==> config.mk <==
export PLATFORM = sky130hd
export DESIGN_NAME = operand_store
export DESIGN_NICKNAME = d
export VERILOG_FILES = /design/src/hdl/mvm_pkg.sv /design/src/hdl/operand_store.sv
export VERILOG_INCLUDE_DIRS = /design/src /design/src/hdl
export SDC_FILE = /design/constraint.sdc
export NUM_CORES = 1
export LEC_CHECK = 0
export BUFFER_PORTS_ARGS = -buffer_cell sky130_fd_sc_hd__buf_2
export CAP_MARGIN = 20
export CORE_MARGIN = 8
export CORE_UTILIZATION = 55
export CTS_BUF_LIST = sky130_fd_sc_hd__clkbuf_8 sky130_fd_sc_hd__clkbuf_16
export CTS_CLUSTER_DIAMETER = 60
export CTS_CLUSTER_SIZE = 16
export DETAILED_ROUTE_END_ITERATION = 7
export PLACE_DENSITY_LB_ADDON = 0.12
export SLEW_MARGIN = 10
export SYNTH_ARGS = -nofsm -noshare
export SYNTH_HDL_FRONTEND = slang
export SYNTH_SLANG_ARGS = --single-unit
==> constraint.sdc <==
create_clock -name clk -period 5 [get_ports clk]
set_input_delay 0.5 -clock clk [delete_from_list [all_inputs] [get_ports clk]]
set_output_delay 0.5 -clock clk [all_outputs]
set_load 0.01 [all_outputs]
==> src/hdl/mvm_consts.svh <==
`ifndef MVM_CONSTS_SVH
`define MVM_CONSTS_SVH

// engine dimensions
`define MVM_VECTOR_SIZE 5     // elements per vector and per row
`define MVM_ELEM_WIDTH 8      // signed element width
`define MVM_TILING 2          // products summed per MAC cycle
`define MVM_ROWS 4            // matrix rows held in the store
`define MVM_ROW_ADDR_WIDTH 2  // enough bits to index MVM_ROWS

// result width: two element widths, log2 of the vector size, plus one
// 8 + 8 + 3 + 1 for the default sizes
`define MVM_RESULT_WIDTH 20

`endif
==> src/hdl/mvm_pkg.sv <==
`default_nettype none

package mvm_pkg;

    `include "mvm_consts.svh"

    // element 0 sits in the low bits
    typedef logic [`MVM_VECTOR_SIZE-1:0][`MVM_ELEM_WIDTH-1:0] vec_t;

    typedef logic signed [`MVM_RESULT_WIDTH-1:0] result_t;

    typedef logic [`MVM_ROW_ADDR_WIDTH-1:0] row_addr_t;

    // host write opcode
    typedef enum logic {
        WR_ROW = 1'b0,  // write one matrix row at addr
        WR_VEC = 1'b1   // write the vector register, addr unused
    } wr_target_e;

    // one host write, 43 bits
    typedef struct packed {
        wr_target_e target;
        row_addr_t  addr;
        vec_t       data;
    } load_req_t;

    typedef enum logic {
        MAC_IDLE = 1'b0,
        MAC_RUN  = 1'b1
    } mac_state_e;

    typedef enum logic [1:0] {
        SEQ_IDLE  = 2'd0,
        SEQ_START = 2'd1,  // mac_start pulse for the current row
        SEQ_WAIT  = 2'd2,  // row in the MAC, capture on valid
        SEQ_DONE  = 2'd3   // one-cycle done pulse
    } seq_state_e;

endpackage

`default_nettype wire

==> src/hdl/operand_store.sv <==
`timescale 1ns/1ps
`default_nettype none

`include "mvm_consts.svh"

// matrix rows and the shared vector, loaded by the host
module operand_store (
    input  wire logic               clk,
    input  wire logic               rst,
    input  wire logic               wr_en,
    input  wire mvm_pkg::load_req_t wr_req,
    input  wire logic               busy,
    input  wire mvm_pkg::row_addr_t row_sel,
    output mvm_pkg::vec_t           row_data,
    output mvm_pkg::vec_t           vec_data
);

    mvm_pkg::vec_t rows [`MVM_ROWS];
    mvm_pkg::vec_t vec_reg;
    logic          wr_ok;

    // operands must not move under the MAC, so writes are lost while busy
    assign wr_ok = wr_en && !busy;

    always_ff @(posedge clk) begin
        if (rst) begin
            for (int r = 0; r < `MVM_ROWS; r++) begin
                rows[r] <= '0;
            end
            vec_reg <= '0;
        end else if (wr_ok) begin
            case (wr_req.target)
                mvm_pkg::WR_ROW: rows[wr_req.addr] <= wr_req.data;
                mvm_pkg::WR_VEC: vec_reg <= wr_req.data;   // addr ignored
                default: ;
            endcase
        end
    end

    // combinational read for the sequencer
    assign row_data = rows[row_sel];
    assign vec_data = vec_reg;

endmodule

`default_nettype wire

; ---- Yosys cells after proc, flatten, opt, wreduce, memory -nomap -nowiden
; Memories as Yosys holds them, arrays and structs flattened.
; Index checks and enable logic that the tools add are counted.
; Widths: inputs -> output; s select.
[totals]
output_inout_bits = 80
memories = 1
wordCells = 19
register_bits = 40
mem_bits_rw = 160
[memory_table]
columns = name, words, width, rd, rd_ports_with_merged_regs, wr, line_no
row1 = rows, 4, 40, 1, 0, 4, operand_store.sv:18  ; mvm_pkg::vec_t rows [`MVM_ROWS];
[op_classes]
n_mux = 9
n_reduce_logical = 4
[ops]
columns = cell, n
row1 = $mux 40, 1
row2 = $reduce_or 40->1, 1
row3 = $mux 1, 7
row4 = $mux 2, 1
row5 = $reduce_and 2->1, 1
row6 = $logic_and 1x1->1, 1
row7 = $logic_not 1->1, 1

; ---- Depth between registers and ports, before layout
; Gate-level depths: netlist of the first run.
[logic_depth]
ltp_word = 7
mapped_depth = 5
depth_no_buf = 2

; ---- Worst setup path before layout of the first run
; OpenSTA, ideal clock, no wires.
[synth_path]
path_kind = input to register
from = in busy
to = mem rows[0][0] (netlist bit) (enable)
arrival_time_ns = 3.347
setup_slack_ns = 1.207
required_time_ns = 4.554
path_stages = 5
path_buffers = 3
path_cell_list = or4b_1 -> buf_2 -> buf_6 -> buf_6 -> o21bai_1
[synth_rtl]
columns = element, line_no
row1 = start: declaration, operand_store.sv:12  ; input wire logic busy,
row2 = end: declaration, operand_store.sv:18

==> results of run 1 <==
## cells in the mapped netlist
cell type / n
edfxtp_1: 160
mux4_2: 40
buf_2: 21
inv_1: 40
mux2i_1: 40
nand4b_1: 1
buf_1: 6
clkbuf_1: 25
nand2b_1: 82
dfxtp_1: 40
or4b_1: 1
buf_6: 4
o21bai_1: 4
and3b_1: 1
nor3_2: 27
nor3_1: 93
or2_2: 1
nor2_1: 40
## worst register-to-register path, stage by stage (launching register included)
cell,delay (ns)
dfxtp_1,0.33
nand2b_1,0.06
mux2i_1,0.15
## routing by layer
metal | routed length (um) | vias to the layer above | track usage, %
met4 | 257 | 0 | 6.54
met3 | 1120 | 20 | 4.60
li1 | - | 2467 | -
met1 | 7910 | 2614 | 24.3
met5 | 0 | - | 0
met2 | 9770 | 167 | 33.1
## cells in the final DEF (no fill, tap or decap), types with 27 or more instances in the layout
cell type / count
nor2_1: 40
inv_1: 42
mux4_2: 40
buf_2: 127
nand2b_1: 80
mux2i_1: 40
nor3_1: 93
nor3_2: 27
dfxtp_1: 40
edfxtp_1: 160
## cell families after synthesis
family | count (synthesis) | share of synthesized area, %
AND/OR/NAND/NOR | 246 | 16.3
flip-flops | 200 | 63.8
buffers and inverters | 96 | 4.74
multiplexers | 80 | 14.8
AO/OA/AOI/OAI | 4 | 0.342
## per-stage QoR
step	instance area (um2)	util (%)	power, W	instances	hold slack [ns]
after floorplan	8790	-	0.00215	626	0.493
after global placement	9540	60.5	0.00228	921	0.455
after detailed placement	9540	60.5	0.00229	921	0.461
after CTS	10200	64.5	0.00375	953	0.331
after global routing	10200	64.7	0.00385	954	0.329
final	10200	64.7	0.00372	954	0.341
## flip-flops by register name, summed over array words and instances, names as in the netlist
name      count
rows        160
vec_data     40
## worst max path at each step
stage	cells after the start	to	start
after global placement	4	rows[0][14]$_SDFFCE_PN0P_	rst
after floorplan	5	rows[0][0]$_SDFFCE_PN0P_	busy
after global routing	4	rows[0][16]$_SDFFCE_PN0P_	rst
after detailed placement	4	rows[2][10]$_SDFFCE_PN0P_	rst
final	4	rows[0][16]$_SDFFCE_PN0P_	rst
after CTS	4	rows[2][10]$_SDFFCE_PN0P_	rst
## power groups by stage
stage                     Clock, W  Combinational, W  Sequential (W)
final                      0.00147          0.000342         0.00191
after global routing       0.00156          0.000369         0.00192
after CTS                  0.00149          0.000347         0.00191
after detailed placement         0          0.000345         0.00195
after global placement           0          0.000340         0.00194
after floorplan                  0          0.000209         0.00195
## final cells by class
cell class              instances  area (um2)  area share [%]
inverters                      40         150            1.47
repair buffers                136         716            7.02
clock inverters                15         210            2.06
clock buffers                  17         425            4.17
well taps                     216         270            2.65
multi-input cells             330        2820            27.6
flip-flops and latches        200        5610            55.0
==> summary.txt, run 1 <==
Worst setup path
  • Delay-heaviest family, CP: simple AND/OR/NAND/NOR gates
  • Reg2reg end: vec_data[7]$_SDFFE_PP0P_
  • Reg-to-reg startpoint: vec_data[7]$_SDFFE_PP0P_
  • R2R cell count: 2
  • Crit path max fanout: 76
  • Crit path largest cell delay: 0.92 ns
  • WP buf/inv: 2
  • Crit path cell chain: buf_2, or4b_4, o21bai_4, buf_4
  • Startpoint types: input port
  • Data required, critical path: 5.08 ns
  • CP Capture Type: flop
  • WS Path Type: input port to flop
  • CP arrival: 2.87 ns
  • Crit-path slowest cell: or4b_4
  • Flop-to-flop setup slack: 4.38 ns

Drt
  • Drt initial violations: 382
  • Via count: 5268
  • Detail Route Antenna Nets: 0
  • Per-cell routed wire length: 20.0 um
  • Vias per cell: 5.52
  • Post-Route WL: 19100 um
  • 1st-pass router iterations: 4
  • Remaining routing DRC violations: 0

Yosys
  • Synth top area share: 54.7%
  • Synth warn: 0
  • Synthesis-stage register bit count: 200
  • Syn Nets: 675
  • Post-Syn Instances: 626
  • Post-synthesis sequential area ratio: 63.8%
  • Largest cells by area after synthesis: edfxtp_1, mux4_2, dfxtp_1
  • Area leader, netlist: edfxtp_1
  • Avg Cell Area, Syn: 14.0 um2
  • Post-synth cell types: 18
  • Post-Syn Area: 8790 um2

Layout
  • Layout cells sized above 1: 32.7%
  • Area Growth Syn to Fin: 16.0%
  • Number of diodes: 0
  • Fillers: 1223
  • Nets: 774

Global route
  • Largest net degree at the start of global routing: 89
  • Overflow after GRT: 0
  • Tot GR Track Use: 19.5%
  • Initial antenna violation count: 0
  • Global-route wire length before repair: 30100 um
  • Vias in the first global route: 5666

Clock tree
  • Cts hold-fix bufs: 0
  • Deepest clock path buffer count: 2
  • Clock Pin Slew Worst Setup and Hold Paths: 0.07 ns
  • TritonCTS Buffers: 17
  • Worst-Skew Late Latency: 0.42 ns
  • Resized Gates After CTS: 0
  • CTS tree: built
  • Clk root buf: clkbuf_16
  • Depth of the CTS H-tree: 4
  • Clock sink total: 200
  • Post-CTS Setup Inserts: 0

Place
  • DP Worst Slack: 1.43 ns
  • HPWL Detailed: 11200 um
  • Routability cong.: 0.721
  • PortBufs: 128

Timing
  • Worst Tran Pin Value: 1.10 ns
  • Setup WS post-layout: 2.21 ns
  • RSZ-0062 raised after global routing: false
  • Crit share post-route: 55.8%
  • Minimum clock period: 2.79 ns
  • Setup TNS: 0 ns
  • Finish-stage setup viols: 0
  • Slew margin rel.: 26.8%
  • Final hold violation count: 0
  • Max Slew Vio Count: 0
  • Clk_skew: 0 ns
  • Max Fclk: 0.358 GHz

Die
  • Top-Level Pins: 129
  • Die area: 20300 um2
  • Die Y: 142 um
  • Die width: 142 um
  • Initial Util: 55.7%
  • Core area: 15800 um2
  • Row count: 46

Power
  • P_int: 0.00291 W
  • Sequential share of power: 51.3%
  • P_leak: 3.69 nW
  • Comb pwr share: 9.2%
  • Clock power share: 39.5%
  • P per Cell Area: 365 nW/um2
  • Peak supply drop: 0.000250 V
  • Switching share of total power: 22.0%
  • P_sw: 0.000817 W

Hold path
  • Min-Delay Path Class: input port to flop
  • WHS Endpoint: vec_data[28]$_SDFFE_PP0P_
  • Hold_sp: wr_req[28]
  • Hold-critical path depth: 3

Job
  • Max-Cap Viols: 0

Status
  • Outcome: complete, no violations
Power figures use the tool's default switching activity.
==> run 2, diff against run 1 <==
CORE_UTILIZATION = 52   (was 55)
clock period = 2.45 ns   (was 5 ns; I/O delays follow)
==> summary.txt, run 2 (synthesis results as in run 1) <==
Worst setup path
  • Reg-to-reg startpoint: vec_data[17]$_SDFFE_PP0P_
  • Startpoint types: input port
  • Data required, critical path: 2.20 ns
  • Crit path max fanout: 18
  • R2R cell count: 2
  • CP Capture Type: primary output
  • Flop-to-flop setup slack: 1.84 ns
  • CP arrival: 1.55 ns
  • WS Path Type: input port to primary output
  • Reg2reg end: vec_data[17]$_SDFFE_PP0P_

Hold path
  • Min-Delay Path Class: input port to flop
  • Hold-critical path depth: 3
  • Hold_sp: wr_req[3]
  • WHS Endpoint: vec_data[3]$_SDFFE_PP0P_

Layout
  • Max FFs per register: 160
  • Number of diodes: 0
  • Nets: 786
  • Most common cell after layout, fill and taps aside: edfxtp_1
  • Area Growth Syn to Fin: 18.0%
  • Layout cells sized above 1: 34.1%
  • Biggest register: rows
  • Fin cells: 970
  • Commonest cells after routing, fill and taps aside: edfxtp_1, buf_2, nor3_1

Drt
  • Vias per cell: 5.48
  • Detail Route Antenna Nets: 0
  • 1st-pass router iterations: 5
  • Via count: 5320
  • Per-cell routed wire length: 20.2 um
  • Post-Route WL: 19600 um
  • Remaining routing DRC violations: 0
  • Drt initial violations: 343

Global route
  • Overflow after GRT: 0
  • Global-route wire length before repair: 31400 um
  • Largest net degree at the start of global routing: 89
  • Tot GR Track Use: 19.0%
  • Vias in the first global route: 5701
  • Initial antenna violation count: 0

Clock tree
  • Clock Pin Slew Worst Setup and Hold Paths: 0.07 ns
  • TritonCTS Buffers: 17
  • Clock sink total: 200
  • Post-CTS Setup Inserts: 0
  • Depth of the CTS H-tree: 4
  • Worst-Skew Late Latency: 0.43 ns
  • Deepest clock path buffer count: 2
  • Clk root buf: clkbuf_16
  • Resized Gates After CTS: 0
  • Cts hold-fix bufs: 0
  • CTS tree: built

Timing
  • Slew margin rel.: 38.6%
  • Crit share post-route: 73.2%
  • Setup WS post-layout: 0.657 ns
  • Max Slew Vio Count: 0
  • Final hold violation count: 0
  • Worst Tran Pin Value: 0.922 ns
  • Clk_skew: 0 ns
  • Finish-stage setup viols: 0
  • Minimum clock period: 1.79 ns
  • RSZ-0062 raised after global routing: false
  • Max Fclk: 0.558 GHz
  • Fin Hold WS: 0.0705 ns

Die
  • Top-Level Pins: 129
  • Die width: 146 um
  • Die area: 21300 um2
  • Die Y: 146 um
  • Core area: 16500 um2
  • Row count: 47
  • Initial Util: 53.2%

Power
  • Peak supply drop: 0.000543 V
  • P_leak: 3.75 nW
  • P per Cell Area: 749 nW/um2

Place
  • Placed Cells: 938
  • DP Worst Slack: 0.459 ns
  • PortBufs: 128
  • Routability cong.: 0.730
  • HPWL Detailed: 12500 um

Status
  • Outcome: complete, no violations

Job
  • Max-Cap Viols: 0
==> run 2: final cells by class <==
class	instances	area, um2
Clock buffer	17	425
Clock inverter	15	249
Fill cell	1256	6160
Inverter	40	150
Multi-Input combinational cell	330	2820
Sequential cell	200	5610
Tap cell	220	275
Timing Repair Buffer	148	843
==> run 2: metrics by stage <==
| step | total power [W] | setup TNS, ns | area [um2] | util [%] |
|---|---|---|---|---|
| finish | 0.00776 | 0 | 10400 | 62.7 |
| global route | 0.00803 | 0 | 10400 | 62.7 |
| CTS | 0.00785 | 0 | 10400 | 62.7 |
| detailed placement | 0.00471 | 0 | 9690 | 58.7 |
| global placement | 0.00468 | 0 | 9690 | 58.7 |
| floorplan | 0.00439 | -29.34 | 8800 | - |
==> run 2: where the power goes <==
group / internal [W] / switching (W) / total, W / leakage, nW
logic: 0.000301 / 0.000422 / 0.000723 / 1.58
clock network: 0.00192 / 0.00123 / 0.00315 / 0.312
registers: 0.00384 / 0.0000516 / 0.00389 / 1.85
==> run 2: layer usage <==
layer	GRT usage (%)	share of wire (%)	vias up
met3	4.23	6.4	21
met1	23.2	40	2631
li1	-	-	2498
met5	0	0	-
met2	32.9	52	170
met4	6.44	1.4	0
==> run 2: critical path, stage by stage <==
cell,delay (ns)
buf_4,0.30
buf_12,0.25
mux4_2,0.56
buf_2,0.17
==> run 2: worst max-delay path by stage <==
stage	cells after the start	start	slack, ns	to
global route	4	row_sel[0]	0.58	row_data[10]
CTS	4	row_sel[0]	0.61	row_data[10]
global placement	4	wr_req[42]	0.49	rows[2][28]$_SDFFCE_PN0P_
detailed placement	4	wr_req[42]	0.46	rows[2][36]$_SDFFCE_PN0P_
floorplan	5	busy	-0.24	rows[0][0]$_SDFFCE_PN0P_
finish	4	row_sel[0]	0.66	row_data[14]
