## src/hdl/mvm_consts.svh

```systemverilog
`ifndef MVM_CONSTS_SVH
`define MVM_CONSTS_SVH

// engine dimensions
`define MVM_VECTOR_SIZE 5     // elements per vector and per row
`define MVM_ELEM_WIDTH 8      // signed element width
`define MVM_TILING 2          // products summed per MAC cycle
`define MVM_ROWS 4            // matrix rows held in the store
`define MVM_ROW_ADDR_WIDTH 2  // enough bits to index MVM_ROWS

// result width: two element widths, log2 of the vector size, plus one
// 8 + 8 + 3 + 1 for the default sizes
`define MVM_RESULT_WIDTH 20

`endif
```

## src/hdl/mvm_pkg.sv

```systemverilog
`default_nettype none

package mvm_pkg;

    `include "mvm_consts.svh"

    // element 0 sits in the low bits
    typedef logic [`MVM_VECTOR_SIZE-1:0][`MVM_ELEM_WIDTH-1:0] vec_t;

    typedef logic signed [`MVM_RESULT_WIDTH-1:0] result_t;

    typedef logic [`MVM_ROW_ADDR_WIDTH-1:0] row_addr_t;

    // host write opcode
    typedef enum logic {
        WR_ROW = 1'b0,  // write one matrix row at addr
        WR_VEC = 1'b1   // write the vector register, addr unused
    } wr_target_e;

    // one host write, 43 bits
    typedef struct packed {
        wr_target_e target;
        row_addr_t  addr;
        vec_t       data;
    } load_req_t;

    typedef enum logic {
        MAC_IDLE = 1'b0,
        MAC_RUN  = 1'b1
    } mac_state_e;

    typedef enum logic [1:0] {
        SEQ_IDLE  = 2'd0,
        SEQ_START = 2'd1,  // mac_start pulse for the current row
        SEQ_WAIT  = 2'd2,  // row in the MAC, capture on valid
        SEQ_DONE  = 2'd3   // one-cycle done pulse
    } seq_state_e;

endpackage

`default_nettype wire

```

## src/hdl/row_sequencer.sv

```systemverilog
`timescale 1ns/1ps
`default_nettype none

`include "mvm_consts.svh"

// runs each row through the MAC and collects the results
module row_sequencer (
    input  wire logic               clk,
    input  wire logic               rst,
    input  wire logic               go,
    output logic                    busy,
    output logic                    done,
    output mvm_pkg::row_addr_t      row_sel,
    output logic                    mac_start,
    input  wire logic               mac_valid,
    input  wire mvm_pkg::result_t   mac_result,
    input  wire mvm_pkg::row_addr_t rd_addr,
    output mvm_pkg::result_t        rd_data
);

    mvm_pkg::seq_state_e state;
    mvm_pkg::row_addr_t  row_cnt;
    mvm_pkg::result_t    results [`MVM_ROWS];
    logic                capture;
    logic                last_row;

    assign capture  = (state == mvm_pkg::SEQ_WAIT) && mac_valid;
    assign last_row = (row_cnt == mvm_pkg::row_addr_t'(`MVM_ROWS - 1));

    always_ff @(posedge clk) begin
        if (rst) begin
            state   <= mvm_pkg::SEQ_IDLE;
            row_cnt <= '0;
        end else begin
            case (state)
                mvm_pkg::SEQ_IDLE: begin
                    if (go) begin
                        state   <= mvm_pkg::SEQ_START;
                        row_cnt <= '0;
                    end
                end
                mvm_pkg::SEQ_START: begin
                    state <= mvm_pkg::SEQ_WAIT;  // MAC has taken the start
                end
                mvm_pkg::SEQ_WAIT: begin
                    if (mac_valid) begin
                        if (last_row) begin
                            state   <= mvm_pkg::SEQ_DONE;
                            row_cnt <= '0;
                        end else begin
                            state   <= mvm_pkg::SEQ_START;
                            row_cnt <= row_cnt + 1'b1;
                        end
                    end
                end
                mvm_pkg::SEQ_DONE: begin
                    state <= mvm_pkg::SEQ_IDLE;
                end
                default: state <= mvm_pkg::SEQ_IDLE;
            endcase
        end
    end

    // result file, a slot keeps its value until a later run rewrites it
    always_ff @(posedge clk) begin
        if (rst) begin
            for (int r = 0; r < `MVM_ROWS; r++) begin
                results[r] <= '0;
            end
        end else if (capture) begin
            results[row_cnt] <= mac_result;
        end
    end

    assign busy      = (state == mvm_pkg::SEQ_START) || (state == mvm_pkg::SEQ_WAIT);
    assign done      = (state == mvm_pkg::SEQ_DONE);  // busy already low here
    assign mac_start = (state == mvm_pkg::SEQ_START);
    assign row_sel   = row_cnt;

    assign rd_data = results[rd_addr];

endmodule

`default_nettype wire

```

## config.mk

```make
export PLATFORM = sky130hd
export DESIGN_NAME = row_sequencer
export DESIGN_NICKNAME = d
export VERILOG_FILES = /design/src/hdl/mvm_pkg.sv /design/src/hdl/row_sequencer.sv
export VERILOG_INCLUDE_DIRS = /design/src /design/src/hdl
export SDC_FILE = /design/constraint.sdc
export NUM_CORES = 1
export LEC_CHECK = 0
export BUFFER_PORTS_ARGS = -buffer_cell sky130_fd_sc_hd__buf_4
export CAP_MARGIN = 40
export CORE_ASPECT_RATIO = 1.4
export CORE_MARGIN = 3
export CORE_UTILIZATION = 42
export DETAILED_ROUTE_END_ITERATION = 8
export GPL_TIMING_DRIVEN = 0
export SLEW_MARGIN = 20
export SYNTH_ARGS = -nofsm -noshare
export SYNTH_HDL_FRONTEND = slang
export SYNTH_SLANG_ARGS = --single-unit
```

## constraint.sdc

```tcl
create_clock -name clk -period 2.2 [get_ports clk]
set_input_delay 0.44 -clock clk [delete_from_list [all_inputs] [get_ports clk]]
set_output_delay 0.44 -clock clk [all_outputs]
set_load 0.005 [all_outputs]
```

Yosys cells after proc, flatten, opt, wreduce, memory -nomap -nowiden --
Memory sizes are Yosys's and may differ from the RTL's. Index checks and enable logic that the tools add are counted.
Cells by class: reductions and logical operators 7, add/subtract/negate cells 1, equality and inequality tests 6, muxes and demuxes 16
Operators with widths (number):
- two-way mux 20 bit | 1
- OR reduction 20 bit | 1
- two-way mux 2 bit | 7
- one-hot mux 2 bit (4 select lines) | 1
- equality test 2 bit, second input constant | 3
- two-way mux 1 bit | 6
- != test 2 bit, second input constant | 2
- one-hot mux 2 bit (2 select lines) | 1
- AND reduction 3 bit | 1
- adder 2 x 1 -> 2 bit, second input constant | 1
- equality test 2 x 1 -> 1 bit, second input constant | 1
- zero test 2 bit | 1
- AND reduction 2 bit | 1
- nonzero test 2 bit | 1
- logical AND 1 bit | 1
- logical OR 1 bit | 1
Word-level totals: flip-flop bits (word level) 4, output and inout bits 25, memory bits (writable) 80, memories 1, logic and storage cells 33
Memories:
- results | words 4, bits a word 20, rd ports 1, clocked after Yosys merged registers in 0, wr ports 4, line row_sequencer.sv:23 | mvm_pkg::result_t results [`MVM_ROWS];

Logic depth before layout (Yosys ltp) --
Gate-level depths: netlist (run 1).
word-level depth 7, depth in mapped cells 7, depth with buffers taken out 5

Least setup slack after synthesis (run 1) --
Ideal clock, no wire load.
path kind register to register, from register state[0], to memory results[0][0] (netlist bit) (enable), library setup time 0.300 ns, buffers on the path 1, path slack 0.501 ns, arrival time 1.399 ns, data required time 1.900 ns, stages on the path, launching flop included 7, cell sequence dfxtp_1 inv_1 ha_1 buf_2 nand3b_1 nor3_2 or2_2
RTL lines:
- from (decl) | line row_sequencer.sv:21 | mvm_pkg::seq_state_e state;
- from (signal assigned) | line row_sequencer.sv:32 | state <= mvm_pkg::SEQ_IDLE;
- from (signal assigned) | line row_sequencer.sv:38 | state <= mvm_pkg::SEQ_START;
- from (signal assigned) | line row_sequencer.sv:43 | state <= mvm_pkg::SEQ_WAIT;
- to (decl) | line row_sequencer.sv:23

==> results of run 1 <==
[path summary, 6_finish.rpt]
path / start / to / cells after the start / slack (ns)
worst max-delay path: state[0] / results[2][11] / 6 / 0.18
worst min-delay path: go / row_sel[1] / 3 / 0.35
worst max register to register: state[0] / results[2][11] / 6 / 0.18
worst min register to register: state[1] / state[1] / 1 / 0.55
[cells in the mapped netlist (2+ instances only)]
| cell type | number | area [um^2] |
|---|---|---|
| ha_1 | 5 | 62.56 |
| a41o_1 | 2 | 20.02 |
| edfxtp_1 | 80 | 2402 |
| clkbuf_1 | 4 | 15.01 |
| and2_1 | 81 | 506.7 |
| inv_1 | 4 | 15.01 |
| or2_2 | 2 | 12.51 |
| mux4_2 | 20 | 450.4 |
| clkbuf_2 | 6 | 30.03 |
| nor3_2 | 2 | 20.02 |
| buf_2 | 3 | 15.01 |
| nand2b_1 | 3 | 18.77 |
| dfxtp_1 | 4 | 80.08 |
| nand3_1 | 2 | 10.01 |
[layout make-up]
| class | count | share of cell area (%) |
|---|---|---|
| clock inverter | 6 | 2.955 |
| timing repair buffer | 50 | 8.383 |
| clock buffer | 10 | 4.917 |
| inverter | 4 | 0.3224 |
| tap | 105 | 2.821 |
| sequential | 84 | 53.30 |
| multi-input combinational | 129 | 25.77 |
| buffer | 14 | 1.531 |
[power groups by stage]
stage | Combinational, mW | Clock (mW) | Sequential (mW)
2_1_floorplan | 0.260 | 0 | 1.92
3_3_place_gp | 0.458 | 0 | 1.93
3_5_place_dp | 0.468 | 0 | 1.93
4_1_cts | 0.471 | 1.84 | 1.90
5_1_grt | 0.509 | 1.92 | 1.91
6_report | 0.460 | 1.82 | 1.89
[per-layer routing]
metal / track usage, % / vias up
li1: - / 992
met1: 17.70 / 1019
met2: 27.22 / 43
met3: 3.011 / 10
met4: 6.832 / 0
met5: 0 / -
[metrics by stage]
step	power, mW	area (um^2)	hold WS [ns]	setup WS [ns]	utilization [%]
2_1_floorplan	2.175	3766	0.4975	0.5010	-
3_3_place_gp	2.384	4258	0.5445	0.06989	49.18
3_5_place_dp	2.398	4288	0.5365	0.1015	49.52
4_1_cts	4.211	4654	0.3461	0.08756	53.76
5_1_grt	4.334	4657	0.3685	0.004807	53.79
6_report	4.175	4657	0.3533	0.1847	53.79
[worst max-delay path, stage by stage, from the launching register on]
cell and delay (ns):
dfxtp_1 0.35, inv_1 0.09, ha_1 0.15, buf_2 0.20, nand3b_1 0.14, nor3_2 0.18, or2_2 0.54
[state kept, by name (all words and copies together) (netlist names)]
name     count
row_sel      2
state        2
results     80
[cell families (layout without fill, tap and decap cells)]
logic type	after synthesis	after routing	share of synthesized area, %
AND/OR/NAND/NOR	95	95	16.01
flip-flops	84	84	65.91
multiplexers	20	20	11.96
buffers and inverters	18	84	2.292
AO/OA/AOI/OAI	9	9	2.160
adder cells (fa/ha/maj)	5	5	1.661
[timing repair]
action,4_1_cts,5_1_grt
gates resized for setup,0,1
setup endpoints to repair,0,20
setup buffers,0,0
hold endpoints to repair,0,0
==> results.toml, run 1 <==
[drt]
viasPerCell = 5.134
wl_mm = 7.230
drc = 0
dr.pass1.iters = 4
wl_met2_mm = 3.948
wire_per_inst_um = 17.99
postRouteAntennaNets = 0
vias = 2064
dr_wl_met3_um = 282
top_layer_used = "met4"
first_iter_violations = 93
m1WireLength_mm = 2.882

[sta]
min_period_ns = 2.015
fmax_mhz = 496.2
rsz0062_at_grt = "no"
fin_setup_tns_ns = 0
hold_viol_final = 0
tightest_slew_ns = 0.6534
fin_crit_sh_pct = 91.60
slew_headroom_pct = 56.44
setup_viol = 0
drv_slew = 0
final.setup_skew_ns = 0.006717

[power_and_ir_drop]
p_switching_uw = 859.6
p_leak_nw = 1.828
pwr-share-comb_pct = 11.0
p_int_mw = 3.315
power_density_nw_per_um2 = 896.5
seqPwrFrac_pct = 45.4
clockPowerShare_pct = 43.6
switching_share_pct = 20.59
ir_worst_vdd_v = 0.0006351

[final_layout]
final_nets = 323
multi_input_area_um2 = 1200
seq_area_um2 = 2482
fillers = 713
instances_no_fill = 402
n_antenna_cell = 0
layout-drive-gt1-share_pct = 33.67
syn2layout_area_growth_pct = 23.65
mostFrequentLayoutCells = "81 x and2_1, 80 x edfxtp_1, 48 x buf_4"
final_common_cell = "and2_1"

[cts]
clk_latency_ns = 0.33
cts_tree = "built"
cts_buffers = 9
clkSlewWorstSetupHoldPaths_ns = 0.06
cts.sinks = 84
cts_hold_buf = 0
cts_htree_levels = 3
cts_root_buffer = "clkbuf_16"
cts_buffer_depth = 2

[run]
drv_cap = 0

[synth]
syn_area_um2 = 3766
syn_nets = 262
synthArstFlopShare_pct = 0
ys_ff_latch = 84
synth.yosys.warnings = 0
synthFlopType = "edfxtp_1"
synthCells = 231
syn_area_per_cell_um2 = 16.30
ys_seq_area_share_pct = 65.91
synth-edff-count = 80
synth_cell_types = 27

[die]
fp.dieH_um = 118.0
start_util_pct = 43.50
core-area_um2 = 8658
dieArea_um2 = 10160
rows = 40
fp.dieW_um = 86.03
num_io_pins = 51

[grt]
antenna_found_initial = 0
track_usage_pct = 15.42
grt-ovfl-total = 0
grt_start_max_net_pins = 21
grt_pass1_wl_mm = 11.59
grt_pass1_vias = 2237

[worst_hold_path]
hold_class = "input pin to flop"

[critical_path]
worstSetupEndpointType = "flop"
worst-path-max-fanout = 20
startpoint_type = "flop"
worstPathArrival_ns = 1.98
crit_required_ns = 2.16
crit_type = "flop to flop"

[place]
place_inst = 386
gp_congestion = 0.7261
dp_hpwl_mm = 4.781
io_buffers = 48

[outcome]
outcome = "complete, no violations"
(Power assumes the default switching activity.)
==> inputs of run 2 (changes only) <==
CORE_UTILIZATION = 45   (was 42)
==> results.toml, run 2 (synthesis gave the netlist of run 1 again) <==
[outcome]
outcome = "complete, no violations"

[drt]
drc = 0
dr_wl_met3_um = 297
first_iter_violations = 81
wl_met2_mm = 3.993
top_layer_used = "met4"
vias = 2110
m1WireLength_mm = 3.049
postRouteAntennaNets = 0
wl_mm = 7.496
viasPerCell = 5.315
dr.pass1.iters = 4
wire_per_inst_um = 18.88

[cts]
cts_buffer_depth = 2
cts_tree = "built"
cts_htree_levels = 3
cts_hold_buf = 0
clk_latency_ns = 0.35
cts_root_buffer = "clkbuf_8"
cts_buffers = 9
cts.sinks = 84
clkSlewWorstSetupHoldPaths_ns = 0.08

[die]
fp.dieW_um = 83.32
fp.dieH_um = 114.2
rows = 38
num_io_pins = 51
core-area_um2 = 7940
start_util_pct = 47.43
dieArea_um2 = 9518

[critical_path]
slowest_stage = "clkbuf_1"
crit_type = "input pin to output port"
path_cells = "clkbuf_1, mux4_2, buf_4"
r2r_slack_ns = 0.31
startpoint_type = "input pin"
worst-path-max-fanout = 10
crit_family = "buffers and inverters"
r2r-start = "state[0]"
worstReg2RegEnd = "results[0][15]"
path_buf_inv = 2
crit_required_ns = 1.76
slowest_delay_ns = 0.51
worstPathArrival_ns = 1.54
reg2reg_depth = 6
worstSetupEndpointType = "output port"

[worst_hold_path]
min_from = "go"
whs_path_depth = 3
hold_class = "input pin to flop"
hold_path_end = "row_sel[1]"

[final_layout]
top_register = "results"
syn2layout_area_growth_pct = 18.67
n_antenna_cell = 0
final_nets = 323
final_common_cell = "and2_1"
layout-drive-gt1-share_pct = 32.66
fin_util_pct = 56.29
mostFrequentLayoutCells = "81 x and2_1, 80 x edfxtp_1, 48 x buf_4"
largest_reg_flops = 80

[sta]
fin_setup_tns_ns = 0
final.setup_skew_ns = 0.008995
hold_viol_final = 0
tightest_slew_ns = 0.6908
rsz0062_at_grt = "no"
setup_viol = 0
fmax_mhz = 503.9
fin_crit_sh_pct = 90.21
min_period_ns = 1.985
drv_slew = 0
slew_headroom_pct = 53.95

[place]
dp_hpwl_mm = 4.828
io_buffers = 48
gp_congestion = 0.7682

[run]
drv_cap = 0

[grt]
track_usage_pct = 16.93
grt-ovfl-total = 0
grt_start_max_net_pins = 21
grt_pass1_vias = 2135
grt_pass1_wl_mm = 11.65
antenna_found_initial = 0

[power_and_ir_drop]
p_leak_nw = 1.744
ir_worst_vdd_v = 0.0004513
power_density_nw_per_um2 = 763.3
## run 2: repair_timing
action | 4_1_cts | 5_1_grt
setup buffers | 0 | 0
resized for setup | 0 | 2
setup endpoints to repair | 0 | 32
## run 2: tightest hold or removal path: stages
cell and delay, ns:
buf_4 0.08, nand3_1 0.06, o311ai_1 0.07
## run 2: layout make-up
type | instances | area [um^2]
repair buffers | 50 | 390.4
clock buffers | 11 | 131.4
well taps | 100 | 125.1
fillers | 642 | 3471
plain buffers | 14 | 71.32
clock inverters | 5 | 51.30
flip-flops and latches | 84 | 2482
multi-input cells | 129 | 1202
inverters | 4 | 15.01
## run 2: how the worst max path moves through the flow
stage	startpoint	to	slack, ns	cells after the start
6_report	rd_addr[1]	rd_data[14]	0.22	3
2_1_floorplan	state[0]	results[0][0]	0.50	6
5_1_grt	rd_addr[1]	rd_data[14]	0.11	3
4_1_cts	state[0]	results[0][1]	0.08	6
3_5_place_dp	state[0]	results[0][10]	0.10	6
3_3_place_gp	state[0]	results[3][12]	0.03	4
## run 2: where the power goes
group | switching [mW] | internal, mW | leakage, nW
logic | 0.229 | 0.239 | 0.792
registers | 0.0453 | 1.85 | 0.859
clock network | 0.530 | 0.521 | 0.0928
## run 2: routing by layer
| metal | up-vias | global-route usage (%) |
|---|---|---|
| li1 | 984 | - |
| met1 | 1061 | 20.02 |
| met2 | 52 | 29.71 |
| met3 | 13 | 3.384 |
| met4 | 0 | 7.961 |
| met5 | - | 0 |
## run 2: stage by stage
| step | setup WS (ns) | instance area, um^2 | hold slack, ns | std cells | power (mW) |
|---|---|---|---|---|---|
| floorplan | 0.5010 | 3766 | 0.4975 | 231 | 2.175 |
| global placement | 0.03029 | 4252 | 0.5495 | 379 | 2.392 |
| detailed placement | 0.1031 | 4282 | 0.5538 | 381 | 2.404 |
| CTS | 0.08188 | 4464 | 0.3141 | 397 | 3.437 |
| global route | 0.1101 | 4469 | 0.3364 | 397 | 3.560 |
| finish | 0.2153 | 4469 | 0.3332 | 397 | 3.411 |
